File: config.mk
export PLATFORM = sky130hd
export DESIGN_NAME = nf_10g_if_regs
export DESIGN_NICKNAME = d
export VERILOG_FILES = /design/src/common/nf_if_pkg.sv /design/src/common/reg_bus_if.sv /design/src/cpu_regs/axil_reg_slave.sv /design/src/cpu_regs/if_reg_bank.sv /design/src/hdl/nf_10g_if_regs.sv /design/src/hdl/pkt_counter.sv
export VERILOG_INCLUDE_DIRS = /design/src /design/src/common
export SDC_FILE = /design/constraint.sdc
export NUM_CORES = 1
export LEC_CHECK = 0
export BUFFER_PORTS_ARGS = -buffer_cell sky130_fd_sc_hd__buf_4
export CORE_UTILIZATION = 30
export CTS_CLUSTER_SIZE = 16
export DETAILED_ROUTE_END_ITERATION = 8
export HOLD_SLACK_MARGIN = 0.12
export PLACE_DENSITY = 0.45
export SLEW_MARGIN = 0
export SYNTH_ARGS = -nofsm -noshare
export SYNTH_HDL_FRONTEND = slang
export SYNTH_SLANG_ARGS = --single-unit
File: constraint.sdc
create_clock -name core_clk -period 4.9 [get_ports core_clk]
set_clock_uncertainty 0.05 [all_clocks]
set_input_delay 0.98 -clock core_clk [delete_from_list [all_inputs] [get_ports core_clk]]
set_output_delay 0.98 -clock core_clk [all_outputs]
set_load 0.01 [all_outputs]
File: src/common/nf_if_macros.svh
// Register widths, defaults, block ID, counter width and reset-register bit positions
`ifndef NF_IF_MACROS_SVH
`define NF_IF_MACROS_SVH

////////////////////////////////////////////////////////////
// Bus widths
////////////////////////////////////////////////////////////

// Register word and AXI4-Lite data width
`define NF_IF_DATA_WIDTH 32

// AXI4-Lite byte address width
`define NF_IF_ADDR_WIDTH 12

////////////////////////////////////////////////////////////
// Register contents
////////////////////////////////////////////////////////////

// Low half of the ID word
`define NF_IF_BLOCK_ID 16'h1001

`define NF_IF_VERSION 32'h0001_0000

// Added to the stored debug value on every read
`define NF_IF_DEBUG_DEFAULT 32'h0000_00a5

// Packet counter width, top bit is the sticky overflow flag
`define NF_IF_PKT_CNT_WIDTH 32

// Reset register bits
`define NF_IF_RST_CLEAR_BIT 0
`define NF_IF_RST_REGS_BIT 4

`endif

File: src/common/nf_if_pkg.sv
// Register word, address, offset and AXI response types
`include "nf_if_macros.svh"

package nf_if_pkg;

  ////////////////////////////////////////////////////////////
  // Register bus words
  ////////////////////////////////////////////////////////////

  // One full register word, writes are always full words
  typedef logic [`NF_IF_DATA_WIDTH-1:0] reg_word_t;

  // Byte address as seen on the AXI4-Lite bus
  typedef logic [`NF_IF_ADDR_WIDTH-1:0] reg_addr_t;

  ////////////////////////////////////////////////////////////
  // Register map
  ////////////////////////////////////////////////////////////

  typedef enum reg_addr_t {
    OFF_ID      = 12'h000,
    OFF_VERSION = 12'h004,
    OFF_RESET   = 12'h008,
    OFF_FLIP    = 12'h00c,
    OFF_DEBUG   = 12'h010,
    OFF_IFID    = 12'h014,
    OFF_PKTIN   = 12'h018,
    OFF_PKTOUT  = 12'h01c,
    OFF_MACSTAT = 12'h020,
    OFF_PCSSTAT = 12'h024
  } reg_offset_e;

  // AXI4-Lite response codes, the slave only ever answers OKAY
  typedef enum logic [1:0] {
    RESP_OKAY   = 2'b00,
    RESP_EXOKAY = 2'b01,
    RESP_SLVERR = 2'b10,
    RESP_DECERR = 2'b11
  } axil_resp_t;

endpackage

File: src/common/reg_bus_if.sv
// Single-cycle register access bus between the AXI4-Lite slave and the register bank
`timescale 1ns/10ps

interface reg_bus_if;

  import nf_if_pkg::*;

  // One-cycle strobes, never high together
  logic wr_en;
  logic rd_en;

  // Byte address and write word, valid with the strobes
  reg_addr_t addr;
  reg_word_t wdata;

  // Registered read word, valid the cycle after rd_en
  reg_word_t rdata;

  // Side that starts accesses
  modport ctrl (
    output wr_en,
    output rd_en,
    output addr,
    output wdata,
    input  rdata
  );

  // Side that holds the registers
  modport bank (
    input  wr_en,
    input  rd_en,
    input  addr,
    input  wdata,
    output rdata
  );

endinterface

File: src/cpu_regs/axil_reg_slave.sv
// AXI4-Lite slave FSM that turns bus transactions into register bus strobes
`timescale 1ns/10ps

module axil_reg_slave (
  input  logic                   core_clk,
  input  logic                   reset,
  // Write address and data channels
  input  nf_if_pkg::reg_addr_t   awaddr,
  input  logic                   awvalid,
  output logic                   awready,
  input  nf_if_pkg::reg_word_t   wdata,
  input  logic                   wvalid,
  output logic                   wready,
  // Write response channel
  output nf_if_pkg::axil_resp_t  bresp,
  output logic                   bvalid,
  input  logic                   bready,
  // Read address channel
  input  nf_if_pkg::reg_addr_t   araddr,
  input  logic                   arvalid,
  output logic                   arready,
  // Read data channel
  output nf_if_pkg::reg_word_t   rdata,
  output nf_if_pkg::axil_resp_t  rresp,
  output logic                   rvalid,
  input  logic                   rready,
  // Register side
  reg_bus_if.ctrl                bus
);

  import nf_if_pkg::*;

  typedef enum logic [1:0] {
    ST_IDLE,
    ST_WR_RESP,
    ST_RD_WAIT,
    ST_RD_RESP
  } state_t;

  state_t state;

  ////////////////////////////////////////////////////////////
  // Transaction FSM
  ////////////////////////////////////////////////////////////

  // One transaction at a time; writes win when both arrive together
  always_ff @(posedge core_clk) begin
    if (reset) begin
      state      <= ST_IDLE;
      awready    <= 1'b0;
      wready     <= 1'b0;
      arready    <= 1'b0;
      bvalid     <= 1'b0;
      rvalid     <= 1'b0;
      bus.wr_en  <= 1'b0;
      bus.rd_en  <= 1'b0;
    end else begin
      // Ready and strobe pulses last a single cycle
      awready   <= 1'b0;
      wready    <= 1'b0;
      arready   <= 1'b0;
      bus.wr_en <= 1'b0;
      bus.rd_en <= 1'b0;

      case (state)
        ST_IDLE: begin
          if (awvalid && wvalid) begin
            awready   <= 1'b1;
            wready    <= 1'b1;
            bus.wr_en <= 1'b1;
            state     <= ST_WR_RESP;
          end else if (arvalid) begin
            arready   <= 1'b1;
            bus.rd_en <= 1'b1;
            state     <= ST_RD_WAIT;
          end
        end

        ST_WR_RESP: begin
          // Raise bvalid the cycle after the handshake, then wait for bready
          if (!bvalid) begin
            bvalid <= 1'b1;
          end else if (bready) begin
            bvalid <= 1'b0;
            state  <= ST_IDLE;
          end
        end

        ST_RD_WAIT: begin
          // Bank word lands together with rvalid
          rvalid <= 1'b1;
          state  <= ST_RD_RESP;
        end

        ST_RD_RESP: begin
          if (rready) begin
            rvalid <= 1'b0;
            state  <= ST_IDLE;
          end
        end

        default: begin
          state <= ST_IDLE;
        end
      endcase
    end
  end

  ////////////////////////////////////////////////////////////
  // Address and write data capture
  ////////////////////////////////////////////////////////////

  always_ff @(posedge core_clk) begin
    if (state == ST_IDLE) begin
      if (awvalid && wvalid) begin
        bus.addr  <= awaddr;
        bus.wdata <= wdata;
      end else if (arvalid) begin
        bus.addr  <= araddr;
      end
    end
  end

  // Bank holds its read word until the next rd_en, so it stays stable under rready low
  assign rdata = bus.rdata;

  assign bresp = RESP_OKAY;
  assign rresp = RESP_OKAY;

endmodule

File: src/cpu_regs/if_reg_bank.sv
// Register bank with reset register, flip, debug, ID words, status capture and read mux
`timescale 1ns/10ps
`include "nf_if_macros.svh"

module if_reg_bank (
  input  logic                  core_clk,
  input  logic                  reset,
  reg_bus_if.bank               bus,
  input  logic [7:0]            interface_number,
  input  logic [1:0]            mac_status,
  input  logic [7:0]            pcspma_status,
  input  nf_if_pkg::reg_word_t  rx_count,
  input  nf_if_pkg::reg_word_t  tx_count,
  output logic                  rx_clear,
  output logic                  tx_clear
);

  import nf_if_pkg::*;

  // Self-clearing reset register bits
  logic rst_clear_q;
  logic rst_regs_q;

  // Software written values
  reg_word_t flip_q;
  reg_word_t debug_q;

  // Sampled status
  logic [1:0] mac_q;
  logic [7:0] pcs_q;

  logic      wr_reset;
  reg_word_t rd_word;

  assign wr_reset = bus.wr_en && (bus.addr == OFF_RESET);

  ////////////////////////////////////////////////////////////
  // Reset register and written values
  ////////////////////////////////////////////////////////////

  always_ff @(posedge core_clk) begin
    if (reset) begin
      rst_clear_q <= 1'b0;
      rst_regs_q  <= 1'b0;
    end else begin
      // High for one cycle after the write, reads back as zero
      rst_clear_q <= wr_reset && bus.wdata[`NF_IF_RST_CLEAR_BIT];
      rst_regs_q  <= wr_reset && bus.wdata[`NF_IF_RST_REGS_BIT];
    end
  end

  always_ff @(posedge core_clk) begin
    if (reset || rst_regs_q) begin
      flip_q  <= '0;
      debug_q <= '0;
    end else if (bus.wr_en) begin
      if (bus.addr == OFF_FLIP) begin
        flip_q <= bus.wdata;
      end
      if (bus.addr == OFF_DEBUG) begin
        debug_q <= bus.wdata;
      end
    end
  end

  // Status inputs, one cycle of latency
  always_ff @(posedge core_clk) begin
    mac_q <= mac_status;
    pcs_q <= pcspma_status;
  end

  ////////////////////////////////////////////////////////////
  // Counter clears
  ////////////////////////////////////////////////////////////

  // Read-clear hits on the rd_en cycle, the read word still takes the old count
  assign rx_clear = rst_clear_q || rst_regs_q || (bus.rd_en && (bus.addr == OFF_PKTIN));
  assign tx_clear = rst_clear_q || rst_regs_q || (bus.rd_en && (bus.addr == OFF_PKTOUT));

  ////////////////////////////////////////////////////////////
  // Read mux
  ////////////////////////////////////////////////////////////

  always_comb begin
    case (bus.addr)
      OFF_ID:      rd_word = reg_word_t'({interface_number, `NF_IF_BLOCK_ID});
      OFF_VERSION: rd_word = `NF_IF_VERSION;
      OFF_FLIP:    rd_word = ~flip_q;
      OFF_DEBUG:   rd_word = debug_q + reg_word_t'(`NF_IF_DEBUG_DEFAULT);
      OFF_IFID:    rd_word = reg_word_t'(interface_number);
      OFF_PKTIN:   rd_word = rx_count;
      OFF_PKTOUT:  rd_word = tx_count;
      OFF_MACSTAT: rd_word = reg_word_t'(mac_q);
      OFF_PCSSTAT: rd_word = reg_word_t'(pcs_q);
      // Reset register and unmapped space
      default:     rd_word = '0;
    endcase
  end

  // Held between reads
  always_ff @(posedge core_clk) begin
    if (bus.rd_en) begin
      bus.rdata <= rd_word;
    end
  end

endmodule

File: src/hdl/nf_10g_if_regs.sv
// Top level wiring the AXI4-Lite slave, register bank and two packet counters
`timescale 1ns/10ps
`include "nf_if_macros.svh"

module nf_10g_if_regs #(
  parameter int cnt_width = `NF_IF_PKT_CNT_WIDTH
) (
  input  logic                   core_clk,
  input  logic                   reset,
  // AXI4-Lite slave
  input  nf_if_pkg::reg_addr_t   awaddr,
  input  logic                   awvalid,
  output logic                   awready,
  input  nf_if_pkg::reg_word_t   wdata,
  input  logic                   wvalid,
  output logic                   wready,
  output nf_if_pkg::axil_resp_t  bresp,
  output logic                   bvalid,
  input  logic                   bready,
  input  nf_if_pkg::reg_addr_t   araddr,
  input  logic                   arvalid,
  output logic                   arready,
  output nf_if_pkg::reg_word_t   rdata,
  output nf_if_pkg::axil_resp_t  rresp,
  output logic                   rvalid,
  input  logic                   rready,
  // Stream taps
  input  logic                   rx_tvalid,
  input  logic                   rx_tready,
  input  logic                   rx_tlast,
  input  logic                   tx_tvalid,
  input  logic                   tx_tready,
  input  logic                   tx_tlast,
  // Port identity and status
  input  logic [7:0]             interface_number,
  input  logic [1:0]             mac_status,
  input  logic [7:0]             pcspma_status
);

  import nf_if_pkg::*;

  reg_word_t rx_count;
  reg_word_t tx_count;
  logic      rx_clear;
  logic      tx_clear;

  reg_bus_if u_reg_bus ();

  axil_reg_slave u_axil (
    .core_clk (core_clk),
    .reset    (reset),
    .awaddr   (awaddr),
    .awvalid  (awvalid),
    .awready  (awready),
    .wdata    (wdata),
    .wvalid   (wvalid),
    .wready   (wready),
    .bresp    (bresp),
    .bvalid   (bvalid),
    .bready   (bready),
    .araddr   (araddr),
    .arvalid  (arvalid),
    .arready  (arready),
    .rdata    (rdata),
    .rresp    (rresp),
    .rvalid   (rvalid),
    .rready   (rready),
    .bus      (u_reg_bus)
  );

  if_reg_bank u_bank (
    .core_clk         (core_clk),
    .reset            (reset),
    .bus              (u_reg_bus),
    .interface_number (interface_number),
    .mac_status       (mac_status),
    .pcspma_status    (pcspma_status),
    .rx_count         (rx_count),
    .tx_count         (tx_count),
    .rx_clear         (rx_clear),
    .tx_clear         (tx_clear)
  );

  // Receive side feeds PKTIN, transmit side feeds PKTOUT
  pkt_counter #(
    .cnt_width (cnt_width)
  ) u_rx_cnt (
    .core_clk (core_clk),
    .reset    (reset),
    .tvalid   (rx_tvalid),
    .tready   (rx_tready),
    .tlast    (rx_tlast),
    .clear    (rx_clear),
    .count    (rx_count)
  );

  pkt_counter #(
    .cnt_width (cnt_width)
  ) u_tx_cnt (
    .core_clk (core_clk),
    .reset    (reset),
    .tvalid   (tx_tvalid),
    .tready   (tx_tready),
    .tlast    (tx_tlast),
    .clear    (tx_clear),
    .count    (tx_count)
  );

endmodule

File: src/hdl/pkt_counter.sv
// Packet counter for one stream tap with clear and sticky overflow bit
`timescale 1ns/10ps
`include "nf_if_macros.svh"

module pkt_counter #(
  parameter int cnt_width = `NF_IF_PKT_CNT_WIDTH
) (
  input  logic                  core_clk,
  input  logic                  reset,
  input  logic                  tvalid,
  input  logic                  tready,
  input  logic                  tlast,
  input  logic                  clear,
  output nf_if_pkg::reg_word_t  count
);

  import nf_if_pkg::*;

  logic [cnt_width-2:0] cnt_q;
  logic                 sticky_q;
  logic                 pkt_done;

  // A packet ends on an accepted last beat
  assign pkt_done = tvalid && tready && tlast;

  always_ff @(posedge core_clk) begin
    if (reset || clear) begin
      // Clear wins over a packet in the same cycle
      cnt_q    <= '0;
      sticky_q <= 1'b0;
    end else if (pkt_done) begin
      cnt_q <= cnt_q + 1'b1;
      // Wrap past all ones
      if (&cnt_q) begin
        sticky_q <= 1'b1;
      end
    end
  end

  assign count = reg_word_t'({sticky_q, cnt_q});

endmodule

* Word-level counts from Yosys, hierarchy flattened
Cells that the tools add are included.
** Storage, ports and cells
- Register bits :: 222
- Word-level logic and storage cells :: 84
- Input bits :: 87
- Output and inout bits :: 41
** Operators by class
- Bitwise gates (word level) :: 2
- Multiplexer cells :: 15
- Eq/ne operators :: 16
- Add/sub/neg operators :: 3
- Reduce and logical (&&, ||, !) cells :: 30
** Operators by type and width (number)
- case mux 32 bit (9 select lines) :: 1
- AND reduction 32 bit :: 2
- adder 31 x 1 -> 31 bit, second input constant :: 2
- == test 12 x 5 -> 1 bit, second input constant :: 4
- adder 32 x 8 -> 32 bit, second input constant :: 1
- NOT 32 bit :: 1
- == test 12 x 4 -> 1 bit, second input constant :: 2
- == test 12 x 6 -> 1 bit, second input constant :: 2
- two-way mux 12 bit :: 2
- == test 12 x 3 -> 1 bit, second input constant :: 1
- zero test 12 bit :: 1
- logical AND 1 bit :: 10
- two-way mux 2 bit :: 5
- AND reduction 2 bit :: 5
- case mux 2 bit (4 select lines) :: 1
- logical OR 1 bit :: 6
- two-way mux 1 bit :: 5
- == test 2 bit, second input constant :: 2
- != test 2 bit, second input constant :: 2
- AND reduction 4 bit :: 1
- nonzero test 2 bit :: 2
- != test 3 x 2 -> 1 bit, second input constant :: 1
- OR reduction 3 bit :: 1
- == test 2 x 1 -> 1 bit, second input constant :: 1
- other kinds (5) :: 5

* Longest topological paths before layout
- Depth in word-level cells :: 4
- Gate-level depth with buffers :: 9
- Depth with buffers taken out :: 6

* Hierarchy
From an unflattened synthesis, not the netlist that was laid out.
** Unflattened totals
- Cell total of the unflattened synthesis :: 1120
- Area total of the unflattened synthesis :: 10463.8 um^2
** By module, submodules not included
- if_reg_bank :: area an instance 5397.7 um^2, cells each 637, instances 1
- axil_reg_slave :: area an instance 2034.5 um^2, cells each 126, instances 1
- pkt_counter at u_rx_cnt :: area an instance 1525.2 um^2, cells each 180, instances 1
- pkt_counter at u_tx_cnt :: area an instance 1506.4 um^2, cells each 177, instances 1

* Worst setup path before layout
OpenSTA, ideal clock, no wires.
- Path type :: input -> register
- Start :: input awvalid
- End :: register u_axil.bus.wdata[0], enable pin
- Setup time :: 461 ps
- Stages on the path :: 3
- Data required time :: 4389 ps
- Path slack :: 790 ps
- Arrival :: 3599 ps
- Cells stage by stage :: nand2_1 > clkbuf_1 > nor3_1
** On the way
- Word-level cells in the longest chain between the ends :: 2
** Ends and longest elaborated chain
- from (decl) :: RTL line nf_10g_if_regs.sv:12 : input logic awvalid,
- logical AND 1 bit :: RTL line axil_reg_slave.sv:115 : if (awvalid && wvalid) begin
- AND reduction 2 bit (no source line)
- to (decl) :: RTL line reg_bus_if.sv:24 : output wdata,
Every way passes these cells.
A chain may end at the register's enable or synchronous reset.

* Final worst setup path
- Start :: register u_axil.bus.addr[1]
- End :: register u_bank.flip_q[27]
** On the way
- Word-level cells in the longest chain between the ends :: 2
** Ends and longest elaborated chain
- from (decl) :: RTL line reg_bus_if.sv:23 : output addr,
- from (signal assigned) :: RTL line axil_reg_slave.sv:116 : bus.addr <= awaddr;
- from (signal assigned) :: RTL line axil_reg_slave.sv:119 : bus.addr <= araddr;
- == test 12 x 4 -> 1 bit :: RTL line if_reg_bank.sv:57 : if (bus.addr == OFF_FLIP) begin
- AND reduction 2 bit (no source line)
- to (signal assigned) :: RTL line if_reg_bank.sv:58 : flip_q <= bus.wdata;
- to (decl) :: RTL line if_reg_bank.sv:25 : reg_word_t flip_q;
Every way passes these cells.

==> flow_metrics.env <==
export IMPL_mostFrequentLayoutCell="nand2_1"
export IMPL_hold_viol=0
export IMPL_portBuffers=123
export IMPL_cp_start_kind="flip-flop"
export IMPL_final_cell_mix="171 x nand2_1, 145 x dfxtp_1, 133 x buf_4, 100 x nor2_1, 77 x a21oi_1"
export IMPL_clock_sinks=222
export IMPL_cpMaxStageDelayCell="or4b_1"
export IMPL_slowest_delay_ns=1.00
export IMPL_grt_util_met1_pct=26.0
export IMPL_cap_violations=0
export IMPL_rsz0062_at_grt="no"
export IMPL_grt_pass1_vias=7297
export IMPL_critPathBufInv=0
export IMPL_die_w_um=181
export IMPL_synth_seq_cells=222
export IMPL_hold_path_class="reg -> reg"
export IMPL_clockBufferDepth=3
export IMPL_setup_viol=0
export IMPL_synth_area_um2=9650
export IMPL_crit_required_ns=5.24
export IMPL_arrival_ns=3.67
export IMPL_power_density_nw_per_um2=347
export IMPL_synth_cell_types=58
export IMPL_track_usage_pct=17.5
export IMPL_use_met3_pct=2.45
export IMPL_syn2layout_area_growth_pct=21.6
export IMPL_die_y_um=181
export IMPL_setup_tns_ns=0
export IMPL_clkTransAtPathRegs_ns=0.06
export IMPL_viasPerCell=5.00
export IMPL_path_cells="or4_1, or4b_1, or2_1, nand2_1, a21oi_1"
export IMPL_maxSlewViolCount=0
export IMPL_cts_tree="done"
export IMPL_route_detailed_drc=0
export IMPL_nets=1198
export IMPL_criticalPathCategory="reg -> reg"
export IMPL_gp_congestion=0.850
export IMPL_post_cts_buffers=0
export IMPL_drtIter0Drc=660
export IMPL_initial_core_util_pct=30.5
export IMPL_power_switching_uw=919
export IMPL_leakagePower_uw=0.00404
export IMPL_die_area_um2=32900
export IMPL_post_route_min_period_ns=3.32
export IMPL_synthArstFlopShare_pct=0
export IMPL_slew_limit_headroom_pct=21.5
export IMPL_cp_depth=5
export IMPL_fmax_mhz=301
export IMPL_grt_pass1_wl_mm=44.3
export IMPL_numCtsBuffers=26
export IMPL_insertedDiodeCount=0
export IMPL_cts_hold_buf=0
export IMPL_final_period_utilization_pct=67.8
export IMPL_syn_inst=1004
export IMPL_intPower_uw=3150
export IMPL_clk_latency_ns=0.54
export IMPL_drive_above_1_share_pct=17.4
export IMPL_grt_max_degree=65
export IMPL_vias=7651
export IMPL_core_um2=31600
export IMPL_wl_per_cell_um=18.8
export IMPL_post_cts_resized=0
export IMPL_finalWirelength_mm=28.8
export IMPL_path_max_fanout=32
export IMPL_p_sw_share_pct=22.6
export IMPL_synth_area_per_cell_um2=9.62
export IMPL_pwr_share_comb_pct=4.3
export IMPL_clockRootBuffer="clkbuf_16"
export IMPL_seq_area_frac_synth_pct=53.9
export IMPL_ys_warn_count=0
export IMPL_antenna_found_initial=1
export IMPL_critPathCaptureType="flip-flop"
export IMPL_timing_hold_ws_ns=0.400
export IMPL_synth_edf_count=76
export IMPL_clkPwrFrac_pct=46.5
export IMPL_top_usage_layer="met2"
export IMPL_row_count=65
export IMPL_io_pins=128
export IMPL_drt_pass1_iter_count=5
export IMPL_tightest_slew_ns=1.18
export IMPL_power_frac_seq_pct=49.1
export IMPL_n_fill_cell=3220
export IMPL_drtAntennaViolNets=0
export IMPL_use_met2_pct=26.1
export IMPL_critPathTopFamily="simple AND/OR/NAND/NOR gates"
export IMPL_htreeDepth=1
export IMPL_holdPathStages=2
export IMPL_dp_hpwl_mm=20.7
export IMPL_ir_drop_mv=0.257
export IMPL_r2r_worst_path_cells=5
export IMPL_outcome="finished, final reports clean"
export IMPL_gr_total_overflow=0
export IMPL_synth_flop_cell="dfxtp_1"
Yosys cell counts, types with 3 or more instances:
| cell type | number | share of area [%] |
|---|---|---|
| xor2_1 | 39 | 3.5 |
| buf_2 | 6 | 0.31 |
| a21o_1 | 3 | 0.23 |
| edfxtp_1 | 76 | 24 |
| buf_4 | 5 | 0.39 |
| a221oi_1 | 15 | 1.4 |
| a211o_1 | 5 | 0.45 |
| mux2_2 | 15 | 1.7 |
| mux2i_1 | 5 | 0.52 |
| dfxtp_1 | 146 | 30 |
| inv_1 | 14 | 0.54 |
| a21oi_1 | 77 | 4.0 |
| a22oi_1 | 13 | 1.0 |
| nand3_1 | 32 | 1.7 |
| buf_6 | 3 | 0.35 |
| nor4_1 | 18 | 1.2 |
| xnor2_1 | 48 | 4.4 |
| a31oi_1 | 5 | 0.32 |
| nand2_1 | 171 | 6.6 |
| o22ai_1 | 3 | 0.19 |
| o211ai_1 | 5 | 0.39 |
| nor2_1 | 101 | 3.9 |
| o221ai_1 | 7 | 0.64 |
| or4_1 | 3 | 0.23 |
| and3_1 | 9 | 0.58 |
| o21ai_0 | 27 | 1.4 |
| nor4_2 | 5 | 0.65 |
| nor3_1 | 18 | 0.93 |
| nand4_1 | 27 | 1.7 |
| clkbuf_1 | 43 | 1.7 |
| ha_1 | 3 | 0.39 |
| buf_1 | 3 | 0.12 |
| nor2b_1 | 7 | 0.45 |
| o2bb2ai_1 | 4 | 0.36 |
| and4_1 | 14 | 1.3 |
| and2_1 | 5 | 0.32 |
registers in the layout, indices dropped and copies added, names as in the netlist, 2 cells and up:
signal            flops
u_bank.mac_q          2
u_axil.bus.addr      12
u_bank.debug_q       32
u_bank.flip_q        32
u_tx_cnt.cnt_q       31
u_rx_cnt.cnt_q       31
u_axil.state          2
u_bank.pcs_q          8
u_axil.bus.wdata     32
u_bank.bus.rdata     32
area by class of cell:
type / instances / area, um^2 / area share [%]
inverters: 14 / 52.6 / 0.448
clock buffers: 34 / 701 / 5.97
repair buffers: 133 / 998 / 8.51
multi-input cells: 711 / 4150 / 35.4
well taps: 402 / 503 / 4.29
flip-flops and latches: 222 / 5210 / 44.4
clock inverters: 14 / 125 / 1.07
worst min-delay path, delay by kind of cell (launching register included):
family | cells | cell delay, ns
DFF | 1 | 0.31
and+or+nand+nor | 1 | 0.05
AOI/OAI and AO/OA | 1 | 0.05
kinds of logic after synthesis:
group                    count (synthesis)  share of synthesized area (%)
AO/OA/AOI/OAI                          174                           11.2
XOR/XNOR                                87                           7.89
adder cells (fa/ha/maj)                  3                          0.389
buffers and inverters                   74                           3.38
flip-flops                             222                           53.9
multiplexers                            21                           2.50
other                                    1                         0.0388
AND/OR/NAND/NOR                        422                           20.6
per-stage QoR:
stage / cells / util (%) / power [uW] / setup slack, ns / instance area, um^2
floorplan: 1007 / - / 2110 / 0.790 / 9670
global placement: 1482 / 34.5 / 2220 / 1.64 / 10900
detailed placement: 1482 / 34.5 / 2220 / 1.58 / 10900
CTS: 1530 / 37.1 / 4110 / 1.57 / 11700
global route: 1530 / 37.1 / 4220 / 1.28 / 11700
finish: 1530 / 37.1 / 4070 / 1.58 / 11700
final timing paths:
check                      from                end  slack [ns]
max          u_axil.bus.addr[1]  u_bank.flip_q[27]        1.58
min           u_bank.flip_q[17]  u_bank.flip_q[17]        0.40
max reg2reg  u_axil.bus.addr[1]  u_bank.flip_q[27]        1.58
min reg2reg   u_bank.flip_q[17]  u_bank.flip_q[17]        0.40
layer usage:
| layer | up-vias | routed length, um |
|---|---|---|
| met1 | 3591 | 14200 |
| li1 | 3784 | - |
| met3 | 51 | 1540 |
| met2 | 223 | 12200 |
| met5 | - | 8 |
| met4 | 2 | 828 |
power by group through the flow:
stage | registers (uW) | logic, uW | clock network (uW)
4_1_cts | 2000 | 180 | 1940
6_report | 2000 | 177 | 1890
5_1_grt | 2000 | 194 | 2020
2_1_floorplan | 2020 | 90.4 | 0
3_3_place_gp | 2040 | 180 | 0
3_5_place_dp | 2040 | 179 | 0
Power figures use the tool's default switching activity.
